File: src/hw/cpuMacros.svh
/* Sizes shared by the core. Memory depths must be powers of two, and the
   instruction depth must match the 8-bit word address of the load port */
`ifndef CPU_MACROS_SVH
`define CPU_MACROS_SVH

// Data path and address width
`define CPU_XLEN 32

// Architectural registers, register 0 reads as zero
`define CPU_REG_COUNT 32

// Instruction memory depth in 32-bit words
`define CPU_IMEM_WORDS 256

// Data memory depth in 32-bit words
`define CPU_DMEM_WORDS 128

`endif

File: src/hw/cpuPkg.sv
/* Opcode, ALU and pipeline register types. Field widths follow cpuMacros.svh */
`include "cpuMacros.svh"
`default_nettype none

package cpuPkg;

    // Primary opcodes of the supported subset
    typedef enum logic [5:0] {
        rType = 6'b000000,
        addi  = 6'b001000,
        slti  = 6'b001010,
        andi  = 6'b001100,
        ori   = 6'b001101,
        lw    = 6'b100011,
        sw    = 6'b101011
    } opcodeT;

    // Class handed from the decoder to ALU control
    typedef enum logic [2:0] {
        addClass   = 3'b000,
        functClass = 3'b010,
        sltClass   = 3'b011,
        orClass    = 3'b100,
        andClass   = 3'b101
    } aluOpT;

    typedef enum logic [3:0] {
        andOp = 4'b0000,
        orOp  = 4'b0001,
        addOp = 4'b0010,
        subOp = 4'b0110,
        sltOp = 4'b0111
    } aluFuncT;

    // #################### Pipeline registers

    typedef struct packed {
        logic  regWrite;
        logic  memRead;
        logic  memWrite;
        logic  memToReg;
        logic  aluSrc;
        logic  regDst;
        aluOpT aluOp;
    } ctrlT;

    typedef struct packed {
        logic                 valid;
        logic [`CPU_XLEN-1:0] instruction;
    } ifIdT;

    typedef struct packed {
        logic                               valid;
        ctrlT                               ctrl;
        logic [`CPU_XLEN-1:0]               readData1;
        logic [`CPU_XLEN-1:0]               readData2;
        logic [`CPU_XLEN-1:0]               immediate;
        logic [$clog2(`CPU_REG_COUNT)-1:0]  rt;
        logic [$clog2(`CPU_REG_COUNT)-1:0]  rd;
    } idExT;

    typedef struct packed {
        logic                               valid;
        ctrlT                               ctrl;
        logic [`CPU_XLEN-1:0]               aluResult;
        logic [`CPU_XLEN-1:0]               storeData;
        logic [$clog2(`CPU_REG_COUNT)-1:0]  destReg;
    } exMemT;

    // Register file write, also the externally visible report
    typedef struct packed {
        logic                               valid;
        logic [$clog2(`CPU_REG_COUNT)-1:0]  destReg;
        logic [`CPU_XLEN-1:0]               data;
    } wbT;

    typedef struct packed {
        logic                               enable;
        logic [$clog2(`CPU_IMEM_WORDS)-1:0] wordAddress;
        logic [`CPU_XLEN-1:0]               word;
    } imemLoadT;

endpackage

`default_nettype wire

File: src/hw/decodeStage.sv
/* No forwarding or hazard checks. A register read in the cycle of its write
   returns the old value, so producers need three nops behind them */
`include "cpuMacros.svh"
`default_nettype none

module decodeStage (
    input  logic         clk,
    input  logic         reset,
    input  cpuPkg::ifIdT ifId,
    input  cpuPkg::wbT   writeback,
    output cpuPkg::idExT idEx
);

    import cpuPkg::*;

    localparam int regBits = $clog2(`CPU_REG_COUNT);

    logic [`CPU_XLEN-1:0] registers [`CPU_REG_COUNT];
    opcodeT               opcode;
    ctrlT                 ctrl;
    logic [regBits-1:0]   rs;
    logic [regBits-1:0]   rt;
    logic [regBits-1:0]   rd;
    logic [`CPU_XLEN-1:0] immediate;

    assign opcode = opcodeT'(ifId.instruction[31:26]);
    assign rs     = ifId.instruction[25:21];
    assign rt     = ifId.instruction[20:16];
    assign rd     = ifId.instruction[15:11];

    // andi and ori are sign extended too
    assign immediate = {{(`CPU_XLEN-16){ifId.instruction[15]}}, ifId.instruction[15:0]};

    // #################### Main control
    always_comb begin
        ctrl = '0;
        case (opcode)
            rType: begin
                ctrl.regWrite = 1'b1;
                ctrl.regDst   = 1'b1;
                ctrl.aluOp    = functClass;
            end
            addi: begin
                ctrl.regWrite = 1'b1;
                ctrl.aluSrc   = 1'b1;
                ctrl.aluOp    = addClass;
            end
            andi: begin
                ctrl.regWrite = 1'b1;
                ctrl.aluSrc   = 1'b1;
                ctrl.aluOp    = andClass;
            end
            ori: begin
                ctrl.regWrite = 1'b1;
                ctrl.aluSrc   = 1'b1;
                ctrl.aluOp    = orClass;
            end
            slti: begin
                ctrl.regWrite = 1'b1;
                ctrl.aluSrc   = 1'b1;
                ctrl.aluOp    = sltClass;
            end
            lw: begin
                ctrl.regWrite = 1'b1;
                ctrl.memRead  = 1'b1;
                ctrl.memToReg = 1'b1;
                ctrl.aluSrc   = 1'b1;
                ctrl.aluOp    = addClass;
            end
            sw: begin
                ctrl.memWrite = 1'b1;
                ctrl.aluSrc   = 1'b1;
                ctrl.aluOp    = addClass;
            end
            // Unknown opcodes fall through as a nop
            default: ctrl = '0;
        endcase
    end

    // #################### Register file
    always_ff @(posedge clk) begin
        if (reset) begin
            for (int i = 0; i < `CPU_REG_COUNT; i++) begin
                registers[i] <= '0;
            end
        end else if (writeback.valid) begin
            registers[writeback.destReg] <= writeback.data;
        end
    end

    always_ff @(posedge clk) begin
        if (reset) begin
            idEx.valid <= 1'b0;
            idEx.ctrl  <= '0;
        end else begin
            idEx.valid <= ifId.valid;
            idEx.ctrl  <= ifId.valid ? ctrl : '0;
        end
        idEx.readData1 <= registers[rs];
        idEx.readData2 <= registers[rt];
        idEx.immediate <= immediate;
        idEx.rt        <= rt;
        idEx.rd        <= rd;
    end

endmodule

`default_nettype wire

File: config.mk
export PLATFORM = sky130hd
export DESIGN_NAME = decodeStage
export DESIGN_NICKNAME = d
export VERILOG_FILES = /design/src/hw/cpuPkg.sv /design/src/hw/decodeStage.sv
export VERILOG_INCLUDE_DIRS = /design/src /design/src/hw
export SDC_FILE = /design/constraint.sdc
export NUM_CORES = 2
export LEC_CHECK = 0
export ABC_CLOCK_PERIOD_IN_PS = 3300
export BUFFER_PORTS_ARGS = -buffer_cell sky130_fd_sc_hd__clkbuf_2
export CORE_MARGIN = 4
export CORE_UTILIZATION = 58
export CTS_BUF_LIST = sky130_fd_sc_hd__clkbuf_16
export CTS_CLUSTER_SIZE = 24
export DETAILED_ROUTE_END_ITERATION = 7
export PLACE_DENSITY_LB_ADDON = 0.05
export SLEW_MARGIN = 20
export SYNTH_ARGS = -nofsm -noshare
export SYNTH_HDL_FRONTEND = slang
export SYNTH_SLANG_ARGS = --single-unit
File: constraint.sdc
create_clock -name clk -period 3.3 [get_ports clk]
set_input_delay 0.165 -clock clk [delete_from_list [all_inputs] [get_ports clk]]
set_output_delay 0.165 -clock clk [all_outputs]
set_load 0.05 [all_outputs]
==> metrics.md <==
| Metric | Value |
|---|---|
| Pin count of the biggest net entering global routing | 54 |
| Top Ports | 189 |
| DIE AREA | 106,200 um^2 |
| GRT Overall Usage | 0.3554 |
| Routed vias | 40,887 |
| Final ANT Viol Nets | 0 |
| Critical path type | input pin to flip-flop |
| WL final | 192.4 mm |
| Max-cap viol count | 0 |
| Startpoint Class | input pin |
| Arr. time, crit path | 2.80 ns |
| Final HPWL from detailed placement | 115.1 mm |
| RSZ-0062 raised after global routing | no |
| Count of pins over their slew limit | 0 |
| Slew of the pin with the lowest slew margin | 1.163 ns |
| Root buf cell | clkbuf_16 |
| Die width | 325.9 um |
| Total power | 34.85 mW |
| First-pass GRT wire length | 277.7 mm |
| Pre-antenna DRT Iters | 5 |
| Avg WL per Cell | 30.64 um |
| Slowest stage delay, CP | 0.56 ns |
| Number of synthesized register bits | 1,118 |
| Final setup TNS | 0 ns |
| Syn Area/Cell | 12.26 um^2 |
| CP bufs+invs | 4 |
| GP Congestion | 0.8442 |
| CP Max Fanout | 36 |
| Core Region | 100,100 um^2 |
| Initial DRC count | 5,302 |
| Outcome | complete, no violations |
| Layout area overhead | 11.61% |
| Synthesized area | 58,610 um^2 |
| Clk slew on worst S/H paths | 0.06 ns |
| NumNets Final | 4,931 |
| Async SR Flop Fraction | 0 |
| CP max stage cell | dlygate4sd3_1 |
| Leakage power | 26.31 nW |
| Post-cts gate resize count | 0 |
| Cell Chain, Critical Path | dlygate4sd3_1, buf_8, buf_12, buf_4, mux2i_1, a22oi_1, a31oi_1, nand3_1 |
| Row count | 116 |
| Clock Path Buffers | 3 |
| Crit. End Element | flip-flop |
| DR vias/cell | 6.514 |
| Htree depth | 3 |
| Die Ht | 325.9 um |
| Primary FF master, synth | edfxtp_1 |
| Layout cells sized above 1 | 0.1309 |
| Clk_skew | 0.02748 ns |
| Initial antenna violation count | 23 |
| Setup violations, final | 0 |
| TritonCTS clock tree | built |
| Filler cells | 7,610 |
| Worst VDD drop | 463.9 uV |
| Clock sinks | 1,118 |
| Num CTS Buffers | 119 |
| Final Hold Fails | 0 |
| Syn Inst Count | 4,780 |
| Delay-heaviest family, CP | buffers and inverters |
| Count of unique library cells instantiated by Yosys | 39 |
| Drt drc | 0 |
| Vias in the first global route | 40,838 |
| Worst slew margin | 0.2221 |
| Total gr overflow | 0 |
| Critical Path RT | 3.81 ns |
| Clock Latency Late Sink | 0.72 ns |
| Seq/Total Area, Yosys | 0.5567 |
| Post-synth EDFFs | 1,024 |
| Syn. warnings | 0 |
| Min-delay worst type | input pin to flip-flop |
| Tcrit/Tclk final | 0.6937 |
| Post-Syn Nets | 4,853 |
| Port Buf Inserts | 188 |
| Starting Density | 0.5853 |
| Fmax | 436.9 MHz |
| Pwr dens | 532.8 nW/um^2 |
| Final Critical Period | 2.289 ns |
[routing by layer]
metal | part of all wire | global-route usage | vias up
met2 | 0.46 | 0.5589 | 2419
met4 | 0.045 | 0.1531 | 2
met5 | 0.000083 | 0 | -
li1 | - | - | 17591
met3 | 0.10 | 0.06840 | 513
met1 | 0.40 | 0.4856 | 20362
[cells in the mapped netlist (66+ instances only)]
cell      count  area (um^2)
nand3_1     195        975.9
and2_1     1027         6425
nor3_1       66        330.3
clkbuf_1    191        716.9
a22oi_1     192         1441
a22o_1      128         1121
dfxtp_1      94         1882
clkbuf_2     67        335.3
a21oi_1     194        970.9
buf_4        98        735.7
mux2i_1    1024        10250
nand2_1     197        739.5
edfxtp_1   1024        30750
[metrics by stage]
| step | hold WS (ns) | setup WS, ns | cells | area, um^2 | utilization |
|---|---|---|---|---|---|
| finish | 0.09220 | 1.011 | 6277 | 65420 | 0.6532 |
| global route | 0.07400 | 0.9983 | 6265 | 65390 | 0.6529 |
| CTS | 0.05114 | 1.181 | 6263 | 65380 | 0.6529 |
| detailed placement | 0.2691 | 0.8283 | 5999 | 61020 | 0.6093 |
| global placement | 0.2676 | 0.7684 | 5999 | 61010 | 0.6092 |
| floorplan | 0.1927 | 1.487 | 4780 | 58610 | - |
[where the power goes]
group	internal, mW	total (mW)	switching [mW]
clock network	8.07	13.8	5.70
logic	1.38	4.34	2.96
registers	16.3	16.7	0.450
[cells in the final DEF (no fill, tap or decap), types with 128 or more instances in the layout]
cell      instances
and2_1         1025
mux2i_1        1024
edfxtp_1       1024
nand2_1         195
nand3_1         195
a21oi_1         194
a22oi_1         192
clkbuf_2        186
buf_4           152
a22o_1          128
[registers in the layout, summed over array words and instances, names as in the netlist]
register / count
registers: 1024
idEx: 94
[timing repair]
item                      4_1_cts  5_1_grt
hold endpoints to repair       31        0
hold buffers                   36        0
setup buffers                   0        0
[final cells by class]
type	instances	area, um^2	area share
Antenna cell	14	35.03	0.0005355
Multi-Input combinational cell	3191	23640	0.3613
Inverter	1	3.754	0.00005738
Clock buffer	124	3103	0.04743
Clock inverter	104	903.4	0.01381
Timing Repair Buffer	427	3483	0.05325
Sequential cell	1118	32630	0.4988
Tap cell	1298	1624	0.02483
[worst paths after layout]
path / startpoint / to / slack (ns) / depth (start not counted)
hold / removal: ifId[8] / idEx[18]$_DFF_P_ / 0.09 / 2
setup / recovery: ifId[17] / idEx[70]$_DFF_P_ / 1.01 / 8
setup reg to reg: registers[6][29]$_SDFFCE_PN0P_ / idEx[71]$_DFF_P_ / 1.50 / 5
hold reg to reg: registers[25][10]$_SDFFCE_PN0P_ / idEx[52]$_DFF_P_ / 0.63 / 4
[cell families (layout without fill, tap and decap cells)]
logic type / Yosys count / after routing / share of synthesized area
buf+inv: 471 / 656 / 0.04355
simple gates: 1585 / 1585 / 0.1573
other cells: 0 / 14 / 0
mux: 1024 / 1024 / 0.1749
flops: 1118 / 1118 / 0.5567
xor+xnor: 1 / 1 / 0.0001495
compound gates: 581 / 581 / 0.06745
[worst register-to-register path: cells and delay by family, from the launching register on]
| family | cells | cell delay (ns) |
|---|---|---|
| flops | 1 | 0.41 |
| compound gates | 2 | 0.64 |
| mux | 1 | 0.21 |
| simple gates | 2 | 0.34 |
Power figures use the tool's default switching activity.
