===== config.mk =====
export PLATFORM = sky130hd
export DESIGN_NAME = executeStage
export DESIGN_NICKNAME = d
export VERILOG_FILES = /design/src/hw/cpuPkg.sv /design/src/hw/executeStage.sv
export VERILOG_INCLUDE_DIRS = /design/src /design/src/hw
export SDC_FILE = /design/constraint.sdc
export NUM_CORES = 1
export LEC_CHECK = 0
export ABC_AREA = 0
export BUFFER_PORTS_ARGS = -buffer_cell sky130_fd_sc_hd__buf_2
export CAP_MARGIN = 0
export CORE_MARGIN = 8
export CORE_UTILIZATION = 50
export CTS_CLUSTER_SIZE = 28
export DETAILED_ROUTE_END_ITERATION = 8
export HOLD_SLACK_MARGIN = 0.1
export PLACE_DENSITY = 0.77
export SLEW_MARGIN = 20
export SYNTH_ARGS = -nofsm -noshare
export SYNTH_HDL_FRONTEND = slang
export SYNTH_SLANG_ARGS = --single-unit

===== constraint.sdc =====
create_clock -name clk -period 4.1 [get_ports clk]
set_clock_uncertainty 0.05 [all_clocks]
set_input_delay 0.205 -clock clk [delete_from_list [all_inputs] [get_ports clk]]
set_output_delay 0.205 -clock clk [all_outputs]
set_load 0.01 [all_outputs]

===== src/hw/cpuMacros.svh =====
/* Sizes shared by the core. Memory depths must be powers of two, and the
   instruction depth must match the 8-bit word address of the load port */
`ifndef CPU_MACROS_SVH
`define CPU_MACROS_SVH

// Data path and address width
`define CPU_XLEN 32

// Architectural registers, register 0 reads as zero
`define CPU_REG_COUNT 32

// Instruction memory depth in 32-bit words
`define CPU_IMEM_WORDS 256

// Data memory depth in 32-bit words
`define CPU_DMEM_WORDS 128

`endif


===== src/hw/cpuPkg.sv =====
/* Opcode, ALU and pipeline register types. Field widths follow cpuMacros.svh */
`include "cpuMacros.svh"
`default_nettype none

package cpuPkg;

    // Primary opcodes of the supported subset
    typedef enum logic [5:0] {
        rType = 6'b000000,
        addi  = 6'b001000,
        slti  = 6'b001010,
        andi  = 6'b001100,
        ori   = 6'b001101,
        lw    = 6'b100011,
        sw    = 6'b101011
    } opcodeT;

    // Class handed from the decoder to ALU control
    typedef enum logic [2:0] {
        addClass   = 3'b000,
        functClass = 3'b010,
        sltClass   = 3'b011,
        orClass    = 3'b100,
        andClass   = 3'b101
    } aluOpT;

    typedef enum logic [3:0] {
        andOp = 4'b0000,
        orOp  = 4'b0001,
        addOp = 4'b0010,
        subOp = 4'b0110,
        sltOp = 4'b0111
    } aluFuncT;

    // #################### Pipeline registers

    typedef struct packed {
        logic  regWrite;
        logic  memRead;
        logic  memWrite;
        logic  memToReg;
        logic  aluSrc;
        logic  regDst;
        aluOpT aluOp;
    } ctrlT;

    typedef struct packed {
        logic                 valid;
        logic [`CPU_XLEN-1:0] instruction;
    } ifIdT;

    typedef struct packed {
        logic                               valid;
        ctrlT                               ctrl;
        logic [`CPU_XLEN-1:0]               readData1;
        logic [`CPU_XLEN-1:0]               readData2;
        logic [`CPU_XLEN-1:0]               immediate;
        logic [$clog2(`CPU_REG_COUNT)-1:0]  rt;
        logic [$clog2(`CPU_REG_COUNT)-1:0]  rd;
    } idExT;

    typedef struct packed {
        logic                               valid;
        ctrlT                               ctrl;
        logic [`CPU_XLEN-1:0]               aluResult;
        logic [`CPU_XLEN-1:0]               storeData;
        logic [$clog2(`CPU_REG_COUNT)-1:0]  destReg;
    } exMemT;

    // Register file write, also the externally visible report
    typedef struct packed {
        logic                               valid;
        logic [$clog2(`CPU_REG_COUNT)-1:0]  destReg;
        logic [`CPU_XLEN-1:0]               data;
    } wbT;

    typedef struct packed {
        logic                               enable;
        logic [$clog2(`CPU_IMEM_WORDS)-1:0] wordAddress;
        logic [`CPU_XLEN-1:0]               word;
    } imemLoadT;

endpackage

`default_nettype wire


===== src/hw/executeStage.sv =====
/* slt and slti compare unsigned. The funct field is taken from the low bits
   of the sign-extended immediate */
`include "cpuMacros.svh"
`default_nettype none

module executeStage (
    input  logic          clk,
    input  logic          reset,
    input  cpuPkg::idExT  idEx,
    output cpuPkg::exMemT exMem
);

    import cpuPkg::*;

    aluFuncT              aluFunc;
    logic [`CPU_XLEN-1:0] operandA;
    logic [`CPU_XLEN-1:0] operandB;
    logic [`CPU_XLEN-1:0] aluResult;
    logic [4:0]           destReg;

    // ALU control
    always_comb begin
        case (idEx.ctrl.aluOp)
            functClass: begin
                case (idEx.immediate[5:0])
                    6'd32:   aluFunc = addOp;
                    6'd34:   aluFunc = subOp;
                    6'd36:   aluFunc = andOp;
                    6'd37:   aluFunc = orOp;
                    6'd42:   aluFunc = sltOp;
                    default: aluFunc = addOp;
                endcase
            end
            sltClass: aluFunc = sltOp;
            orClass:  aluFunc = orOp;
            andClass: aluFunc = andOp;
            default:  aluFunc = addOp;
        endcase
    end

    assign operandA = idEx.readData1;
    assign operandB = idEx.ctrl.aluSrc ? idEx.immediate : idEx.readData2;

    always_comb begin
        case (aluFunc)
            andOp:   aluResult = operandA & operandB;
            orOp:    aluResult = operandA | operandB;
            subOp:   aluResult = operandA - operandB;
            sltOp:   aluResult = {{(`CPU_XLEN-1){1'b0}}, operandA < operandB};
            default: aluResult = operandA + operandB;
        endcase
    end

    // R-type writes rd, immediate forms write rt
    assign destReg = idEx.ctrl.regDst ? idEx.rd : idEx.rt;

    always_ff @(posedge clk) begin
        if (reset) begin
            exMem.valid <= 1'b0;
            exMem.ctrl  <= '0;
        end else begin
            exMem.valid <= idEx.valid;
            exMem.ctrl  <= idEx.ctrl;
        end
        exMem.aluResult <= aluResult;
        exMem.storeData <= idEx.readData2;
        exMem.destReg   <= destReg;
    end

endmodule

`default_nettype wire


==> flow_metrics.env, run 1 <==
export IMPL_status="completed"
export IMPL_largest_reg_flops=79
export IMPL_postCtsSetupBuffers=0
export IMPL_crit_top_cell="a211oi_2"
export IMPL_synth_area_um2=7427
export IMPL_dieArea_um2=19010
export IMPL_postLayoutCellArea_um2=9410
export IMPL_multi_input_area_um2=5386
export IMPL_clkTransAtPathRegs_ns=0.07
export IMPL_core_area_um2=14530
export IMPL_period_needed_ns=3.469
export IMPL_cts_tree="done"
export IMPL_synth_fp_nets=1145
export IMPL_arrival_ns=3.65
export IMPL_clockRootBuffer="clkbuf_16"
export IMPL_drc=0
export IMPL_hold_viol=0
export IMPL_clock_fmax_mhz=288.3
export IMPL_required_ns=4.28
export IMPL_slew_violations=0
export IMPL_synth_top_area_share_pct=21.29
export IMPL_syn_to_final_growth_pct=26.70
export IMPL_ctsResizeCount=0
export IMPL_numPortBuffers=196
export IMPL_grtUsageMet3_pct=6.522
export IMPL_gp_congestion=0.9760
export IMPL_synth_cell_types=76
export IMPL_synth_xor_xnor_area_share_pct=5.307
export IMPL_netlist_top_cells_area="dfxtp_1 21%, ha_1 21%, mux2i_1 4.9%"
export IMPL_regMostFlops="exMem"
export IMPL_rows=44
export IMPL_finalNetCount=1378
export IMPL_grt_remaining_overflow=0
export IMPL_final_common_cell="buf_2"
export IMPL_cts_sinks=79
export IMPL_vdd_ir_drop_max_mv=0.1935
export IMPL_cts_buffer_depth=2
export IMPL_ys_warn_count=0
export IMPL_grt_max_degree=34
export IMPL_register_area_um2=1582
export IMPL_drive_above_1_share_pct=22.00
export IMPL_fill_cells=1246
export IMPL_worstMarginPinSlew_ns=0.8600
export IMPL_yosys_area_share_simple_pct=16.02
export IMPL_slew_headroom_pct=42.55
export IMPL_top_regs="exMem (79)"
export IMPL_gr_usage_met2_pct=39.11
export IMPL_endpoint_kind="flip-flop"
export IMPL_die_x_um=137.9
export IMPL_grt_antenna_before_repair=0
export IMPL_viasPerCell=5.685
export IMPL_routedWlPerCell_um=17.82
export IMPL_wirelength_um=23610
export IMPL_synth_adder_area_share_pct=21.09
export IMPL_ys_async_sr_fraction_pct=0
export IMPL_most_common_layout_cells="196 x buf_2, 122 x ha_1, 93 x inv_1"
export IMPL_htreeDepth=3
export IMPL_die_y_um=137.9
export IMPL_globalRouteTotalUtil_pct=24.53
export IMPL_slowest_delay_ns=0.62
export IMPL_cpLargestDelayFamily="compound AO/OA/AOI/OAI gates"
export IMPL_gr_max_usage_layer="met2"
export IMPL_syn_inst=903
export IMPL_ios=197
export IMPL_ys_ff_latch=79
export IMPL_antenna_left=0
export IMPL_hold_class="input pin to flip-flop"
export IMPL_grt_pass1_wl_um=36890
export IMPL_synth_top_cell_by_area="dfxtp_1"
export IMPL_worst_setup_path_type="input pin to flip-flop"
export IMPL_synth_mux_area_share_pct=5.761
export IMPL_vias=7533
export IMPL_firstDrtPassIters=5
export IMPL_p_leak_nw=4.634
export IMPL_syn_mean_instance_area_um2=8.225
export IMPL_crit_path_top_delay_cell="a211oi_1"
export IMPL_setup_violations=0
export IMPL_synth_top_family_by_area="compound AO/OA/AOI/OAI gates"
export IMPL_fin_crit_sh_pct=84.61
export IMPL_power_density_nw_per_um2=319.0
export IMPL_synth_top_flop_cell="dfxtp_1"
export IMPL_crit_path_start_kind="input pin"
export IMPL_maxCapViolations=0
export IMPL_grt_pass1_vias=7303
export IMPL_synth_edf_count=0
export IMPL_synth_compound_area_share_pct=24.14
export IMPL_rsz0062_at_grt="no"
export IMPL_seq_area_frac_synth_pct=21.29
export IMPL_hold_buffers=50
export IMPL_path_max_fanout=3
export IMPL_setup_tns_ns=0
export IMPL_use_met1_pct=31.11
export IMPL_cts_buffers=9
export IMPL_placed_cell_area_um2=8601
export IMPL_dp_hpwl_um=17830
export IMPL_path_cells="dlygate4sd3_1 > buf_2 > mux2i_1 > inv_1 > ha_1 > fa_1 > o21bai_1 > a211oi_1 > a211oi_2 > or4_4 > a211oi_2 > xnor2_1 > o221ai_1"
export IMPL_drtIter0Drc=603
export IMPL_antenna_cells=0
export IMPL_start_util_pct=51.10
export IMPL_path_buf_inv=3
report_power, final:
group | internal, W | leakage, nW | total (W) | switching (W)
Sequential | 0.000869 | 0.665 | 0.000897 | 0.0000286
Clock | 0.000490 | 0.141 | 0.000852 | 0.000361
Combinational | 0.000536 | 3.83 | 0.00125 | 0.000717
cell usage after synthesis (7+ instances only):
cell	n
ha_1	122
inv_1	93
dfxtp_1	79
nor2_1	70
a21oi_1	63
nand2_1	60
mux2i_1	36
xnor2_1	33
clkbuf_1	27
nor2b_1	27
o21ai_0	23
o211ai_1	22
o221ai_1	21
nor3_1	15
a211oi_1	14
a21o_1	14
nand3_1	12
xor2_1	12
nand2b_1	10
o21a_1	7
o21bai_1	7
or3_1	7
through the flow:
step	hold slack, ns	setup WS [ns]	total power, W	utilization [%]	cells
3_3_place_gp	0.2709	0.5609	0.002089	59.18	1259
3_5_place_dp	0.2719	0.4662	0.002101	59.18	1259
4_1_cts	0.1065	0.6498	0.002996	64.75	1325
6_report	0.1121	0.6309	0.003002	64.75	1325
5_1_grt	0.1155	0.4629	0.003178	64.75	1325
2_1_floorplan	0.1827	0.4432	0.001718	-	903
routing by layer:
layer | vias to the layer above | routed length (um)
li1 | 3661 | -
met1 | 3452 | 10090
met2 | 371 | 10340
met3 | 49 | 2593
met4 | 0 | 583
met5 | - | 0
layout make-up:
type | count | share of cell area [%]
multi-input combinational | 699 | 57.24
clock inverter | 6 | 0.7446
inverter | 93 | 3.710
sequential | 79 | 16.81
clock buffer | 10 | 2.540
tap | 184 | 2.446
timing repair buffer | 254 | 16.51
final timing paths:
path | start | end | slack [ns] | cells past startpoint
setup / recovery | idEx[42] | exMem[55]$_DFF_P_ | 0.63 | 13
hold / removal | reset | exMem[70]$_SDFF_PP0_ | 0.11 | 2
cells by family (layout without fill, tap and decap cells):
kind of cell / count (synthesis) / count (layout)
AOI/OAI and AO/OA: 247 / 247
and+or+nand+nor: 241 / 241
xor gates and xnor gates: 45 / 45
buffers and inverters: 125 / 363
muxes: 42 / 42
DFF: 79 / 79
adders and majority gates: 124 / 124
No activity file was read; power rests on OpenSTA's default activity.
==> inputs of run 2 (changes only) <==
- clock period: 4.1 -> 3.6 ns (I/O delays scaled with it)
==> flow_metrics.env, run 2 (synthesis results as in run 1) <==
export IMPL_holdPathEnd="exMem[73]$_SDFF_PP0_"
export IMPL_endpoint_kind="flip-flop"
export IMPL_p_leak_nw=4.792
export IMPL_crit_path_top_delay_cell="dlygate4sd3_1"
export IMPL_antenna_left=0
export IMPL_path_max_fanout=4
export IMPL_firstDrtPassIters=5
export IMPL_drive_above_1_share_pct=23.12
export IMPL_status="completed"
export IMPL_htreeDepth=3
export IMPL_grt_remaining_overflow=0
export IMPL_wirelength_um=24660
export IMPL_final_common_cell="buf_2"
export IMPL_setup_violations=0
export IMPL_vdd_ir_drop_max_mv=0.2484
export IMPL_numPortBuffers=196
export IMPL_most_common_layout_cells="196 x buf_2, 122 x ha_1, 93 x inv_1"
export IMPL_largest_reg_flops=79
export IMPL_worst_setup_path_type="input pin to flip-flop"
export IMPL_drtIter0Drc=603
export IMPL_top_layer="met4"
export IMPL_pwr_share_seq_pct=29.2
export IMPL_power_density_nw_per_um2=361.9
export IMPL_start_util_pct=51.10
export IMPL_grt_max_degree=18
export IMPL_cts_sinks=79
export IMPL_cts_buffers=9
export IMPL_routedWlPerCell_um=18.22
export IMPL_dp_hpwl_um=18690
export IMPL_rsz0062_at_grt="no"
export IMPL_viasPerCell=5.690
export IMPL_slew_headroom_pct=49.40
export IMPL_core_area_um2=14530
export IMPL_die_x_um=137.9
export IMPL_crit_path_start_kind="input pin"
export IMPL_worstMarginPinSlew_ns=0.7591
export IMPL_vias=7698
export IMPL_swShare_pct=37.57
export IMPL_dieArea_um2=19010
export IMPL_maxCapViolations=0
export IMPL_dp_cells=1277
export IMPL_clockRootBuffer="clkbuf_16"
export IMPL_required_ns=3.79
export IMPL_worstHoldStart="idEx[110]"
export IMPL_met2_length_um=11160
export IMPL_final_core_util_pct=66.47
export IMPL_clock_fmax_mhz=291.3
export IMPL_globalRouteTotalUtil_pct=25.13
export IMPL_arrival_ns=3.63
export IMPL_hold_class="input pin to flip-flop"
export IMPL_top_regs="exMem (79)"
export IMPL_slowest_delay_ns=0.53
export IMPL_finalNetCount=1405
export IMPL_cts_tree="done"
export IMPL_hold_path_depth=3
export IMPL_die_y_um=137.9
export IMPL_clkTransAtPathRegs_ns=0.07
export IMPL_regMostFlops="exMem"
export IMPL_cts_buffer_depth=2
export IMPL_rows=44
export IMPL_ios=197
export IMPL_setup_tns_ns=0
export IMPL_power_share_clock_pct=28.5
export IMPL_pwr_share_comb_pct=42.2
export IMPL_wl_met1_um=10420
export IMPL_fill_cells=1229
export IMPL_syn_to_final_growth_pct=30.07
export IMPL_hold_viol=0
export IMPL_gp_congestion=0.9731
export IMPL_wl_met3_um=2663
export IMPL_slew_violations=0
export IMPL_intPower_w=0.002183
export IMPL_drc=0
export IMPL_grt_pass1_vias=7461
export IMPL_path_cells="dlygate4sd3_1 > buf_2 > mux2i_1 > ha_1 > or4_1 > or3_1 > a211oi_2 > o211ai_1 > and2_4 > a211oi_2 > mux2i_1 > o211ai_2"
export IMPL_period_needed_ns=3.433
export IMPL_grt_pass1_wl_um=37910
export IMPL_power_w=0.003496
export IMPL_fin_crit_sh_pct=95.35
export IMPL_switching_power_w=0.001314
export IMPL_instances_no_fill=1353
export IMPL_grt_antenna_before_repair=0
==> run 2: worst max path at each step <==
| stage | startpoint | end | slack [ns] |
|---|---|---|---|
| 2_1_floorplan | idEx[110] | exMem[64]$_DFF_P_ | 0.03 |
| 3_3_place_gp | idEx[110] | exMem[65]$_DFF_P_ | 0.17 |
| 3_5_place_dp | idEx[110] | exMem[65]$_DFF_P_ | 0.11 |
| 4_1_cts | idEx[53] | exMem[65]$_DFF_P_ | 0.21 |
| 5_1_grt | idEx[43] | exMem[54]$_DFF_P_ | 0.002 |
| 6_report | idEx[53] | exMem[65]$_DFF_P_ | 0.17 |
==> run 2: repair_timing <==
item / 4_1_cts / 5_1_grt
setup buffers: 0 / 0
hold endpoints to repair: 47 / 0
endpoints found under the setup margin: 0 / 3
hold buffers: 59 / 0
gates resized for setup: 0 / 2
==> run 2: metal layers <==
metal / track usage [%] / vias up
met4: 7.522 / 0
met5: 0 / -
met1: 31.87 / 3550
li1: - / 3718
met2: 40.97 / 397
met3: 6.486 / 33
==> run 2: worst max-delay path, delay by kind of cell <==
family	cells	cell delay (ns)
adder cells (fa/ha/maj)	1	0.32
AND/OR/NAND/NOR	3	1.04
AO/OA/AOI/OAI	4	0.83
multiplexers	2	0.57
buffers and inverters	2	0.66
==> run 2: power groups by stage <==
stage / clock [W] / combinational, W / sequential, W
floorplan: 0 / 0.000858 / 0.00110
global placement: 0 / 0.00137 / 0.00104
detailed placement: 0 / 0.00138 / 0.00104
CTS: 0.00101 / 0.00145 / 0.00102
global route: 0.00104 / 0.00161 / 0.00103
finish: 0.000998 / 0.00148 / 0.00102
==> run 2: through the flow <==
step	hold slack, ns	setup slack [ns]	cell area [um2]
4_1_cts	0.2575	0.2091	9651
3_5_place_dp	0.2475	0.1108	8748
2_1_floorplan	0.1577	0.03252	7428
6_report	0.2665	0.1674	9661
3_3_place_gp	0.2459	0.1682	8748
5_1_grt	0.2622	0.002020	9658
==> run 2: area by class of cell <==
class / instances / area, um2 / share of cell area (%)
Timing Repair Buffer: 281 / 1792 / 18.55
Clock buffer: 9 / 225.2 / 2.331
Clock inverter: 7 / 86.33 / 0.8937
Multi-Input combinational cell: 699 / 5394 / 55.83
Tap cell: 184 / 230.2 / 2.383
Antenna cell: 1 / 2.502 / 0.02590
Inverter: 93 / 349.1 / 3.614
Sequential cell: 79 / 1582 / 16.37
==> inputs of run 3 (changes only) <==
--- a/config.mk
+++ b/config.mk
@@ -8,3 +8,2 @@
 export LEC_CHECK = 0
-export ABC_AREA = 0
 export BUFFER_PORTS_ARGS = -buffer_cell sky130_fd_sc_hd__buf_2
@@ -17,2 +16,3 @@
 export PLACE_DENSITY = 0.77
+export RECOVER_POWER = 50
 export SLEW_MARGIN = 20
==> constraint.sdc (replaced) <==
create_clock -name clk -period 3.6 [get_ports clk]
set_clock_uncertainty 0.05 [all_clocks]
set_input_delay 0.54 -clock clk [delete_from_list [all_inputs] [get_ports clk]]
set_output_delay 0.54 -clock clk [all_outputs]
set_load 0.01 [all_outputs]
==> flow_metrics.env, run 3 (synthesis results as in run 1) <==
export IMPL_status="completed"
export IMPL_worstMarginPinSlew_ns=0.5557
export IMPL_vias=7724
export IMPL_worst_setup_path_type="input pin to flip-flop"
export IMPL_largest_reg_flops=79
export IMPL_wirelength_um=24380
export IMPL_finalNetCount=1431
export IMPL_holdWs_ns=0.2458
export IMPL_cts_sinks=79
export IMPL_power_density_nw_per_um2=366.1
export IMPL_die_x_um=137.9
export IMPL_grt_max_degree=28
export IMPL_path_max_fanout=7
export IMPL_layout_setup_ws_ns=0.2073
export IMPL_clkTransAtPathRegs_ns=0.07
export IMPL_maxCapViolations=0
export IMPL_ctsResizeCount=0
export IMPL_antenna_left=0
export IMPL_worstHoldStart="idEx[57]"
export IMPL_most_common_layout_cells="145 x buf_2, 121 x ha_1, 110 x buf_4"
export IMPL_crit_path_start_kind="input pin"
export IMPL_start_util_pct=51.10
export IMPL_htreeDepth=3
export IMPL_fin_crit_sh_pct=94.24
export IMPL_drive_above_1_share_pct=26.05
export IMPL_hold_path_depth=1
export IMPL_firstDrtPassIters=5
export IMPL_grt_pass1_wl_um=37650
export IMPL_antenna_cells=0
export IMPL_routedWlPerCell_um=17.69
export IMPL_top_regs="exMem (79)"
export IMPL_dpl_worst_slack_ns=-0.2131
export IMPL_hold_class="input pin to flip-flop"
export IMPL_required_ns=3.78
export IMPL_slew_headroom_pct=62.87
export IMPL_dp_cells=1362
export IMPL_fill_cells=1297
export IMPL_endpoint_kind="flip-flop"
export IMPL_cts_buffers=9
export IMPL_postCtsSetupBuffers=0
export IMPL_register_area_um2=1582
export IMPL_grt_remaining_overflow=0
export IMPL_grt_antenna_before_repair=0
export IMPL_setup_violations=0
export IMPL_dieArea_um2=19010
export IMPL_slew_violations=0
export IMPL_gp_congestion=0.9540
export IMPL_viasPerCell=5.605
export IMPL_p_leak_nw=4.773
export IMPL_die_y_um=137.9
export IMPL_core_area_um2=14530
export IMPL_final_core_util_pct=66.49
export IMPL_syn_to_final_growth_pct=30.10
export IMPL_cts_tree="done"
export IMPL_drtIter0Drc=660
export IMPL_clockRootBuffer="clkbuf_16"
export IMPL_regMostFlops="exMem"
export IMPL_holdPathEnd="exMem[20]$_DFF_P_"
export IMPL_final_common_cell="buf_2"
export IMPL_drc=0
export IMPL_hold_viol=0
export IMPL_period_needed_ns=3.393
export IMPL_critPathLaunch="idEx[110]"
export IMPL_globalRouteTotalUtil_pct=25.08
export IMPL_instances_no_fill=1378
export IMPL_grt_pass1_vias=7632
export IMPL_ios=197
export IMPL_numPortBuffers=196
export IMPL_multi_input_area_um2=5433
export IMPL_arrival_ns=3.58
export IMPL_rsz0062_at_grt="no"
export IMPL_cts_buffer_depth=2
export IMPL_hold_buffers=0
export IMPL_rows=44
export IMPL_vdd_ir_drop_max_mv=0.2348
export IMPL_clock_fmax_mhz=294.8
export IMPL_dp_hpwl_um=19740
run 3: changes by cell type in the layout (fill, tap and decap cells not counted), moves of 2 or more:
cell           change
mux2i_2            +7
buf_2             -51
buf_4             +86
dlygate4sd3_1     -59
mux2i_1            -7
inv_8              -2
clkbuf_1          +51
run 3: worst max-delay path by stage:
stage,slack [ns],to,cells past startpoint
2_1_floorplan,0.04,exMem[65]$_DFF_P_,12
3_3_place_gp,-0.11,exMem[59]$_DFF_P_,15
3_5_place_dp,-0.21,exMem[55]$_DFF_P_,14
4_1_cts,0.16,exMem[68]$_DFF_P_,14
5_1_grt,0.001,exMem[68]$_DFF_P_,14
6_report,0.21,exMem[65]$_DFF_P_,12
run 3: metal layers:
| metal | GRT usage, % | part of all wire (%) |
|---|---|---|
| met3 | 4.855 | 9.9 |
| met4 | 10.09 | 2.5 |
| met5 | 0 | 0 |
| met1 | 31.47 | 42 |
| met2 | 41.32 | 45 |
run 3: cell type report:
class                   count  share of cell area, %
flip-flops and latches     79                  16.37
multi-input cells         699                  56.22
clock buffers              10                  2.473
repair buffers            307                  18.24
clock inverters             6                 0.6992
inverters                  93                  3.613
well taps                 184                  2.382
run 3: report_power, final:
part	internal, W	switching [W]	leakage [nW]	total [W]
Clock	0.000560	0.000407	0.145	0.000967
Sequential	0.000989	0.0000340	0.665	0.00102
Combinational	0.000693	0.000855	3.96	0.00155
Total	0.00224	0.00130	4.77	0.00354
run 3: critical path, cell delays in order:
cell and delay [ns]:
buf_2 0.19, buf_12 0.17, mux2i_1 0.36, ha_1 0.32
or4_1 0.43, or3_1 0.33, a211oi_2 0.34, o211ai_1 0.13
and2_4 0.18, a211oi_2 0.25, mux2i_1 0.25, o211ai_2 0.08
run 3: per-stage QoR:
step / cell area [um2] / power [W] / TNS [ns]
floorplan: 7465 / 0.001961 / 0
global placement: 9389 / 0.002540 / -0.6613
detailed placement: 9389 / 0.002563 / -1.848
CTS: 9696 / 0.003544 / 0
global route: 9663 / 0.003737 / 0
finish: 9663 / 0.003538 / 0
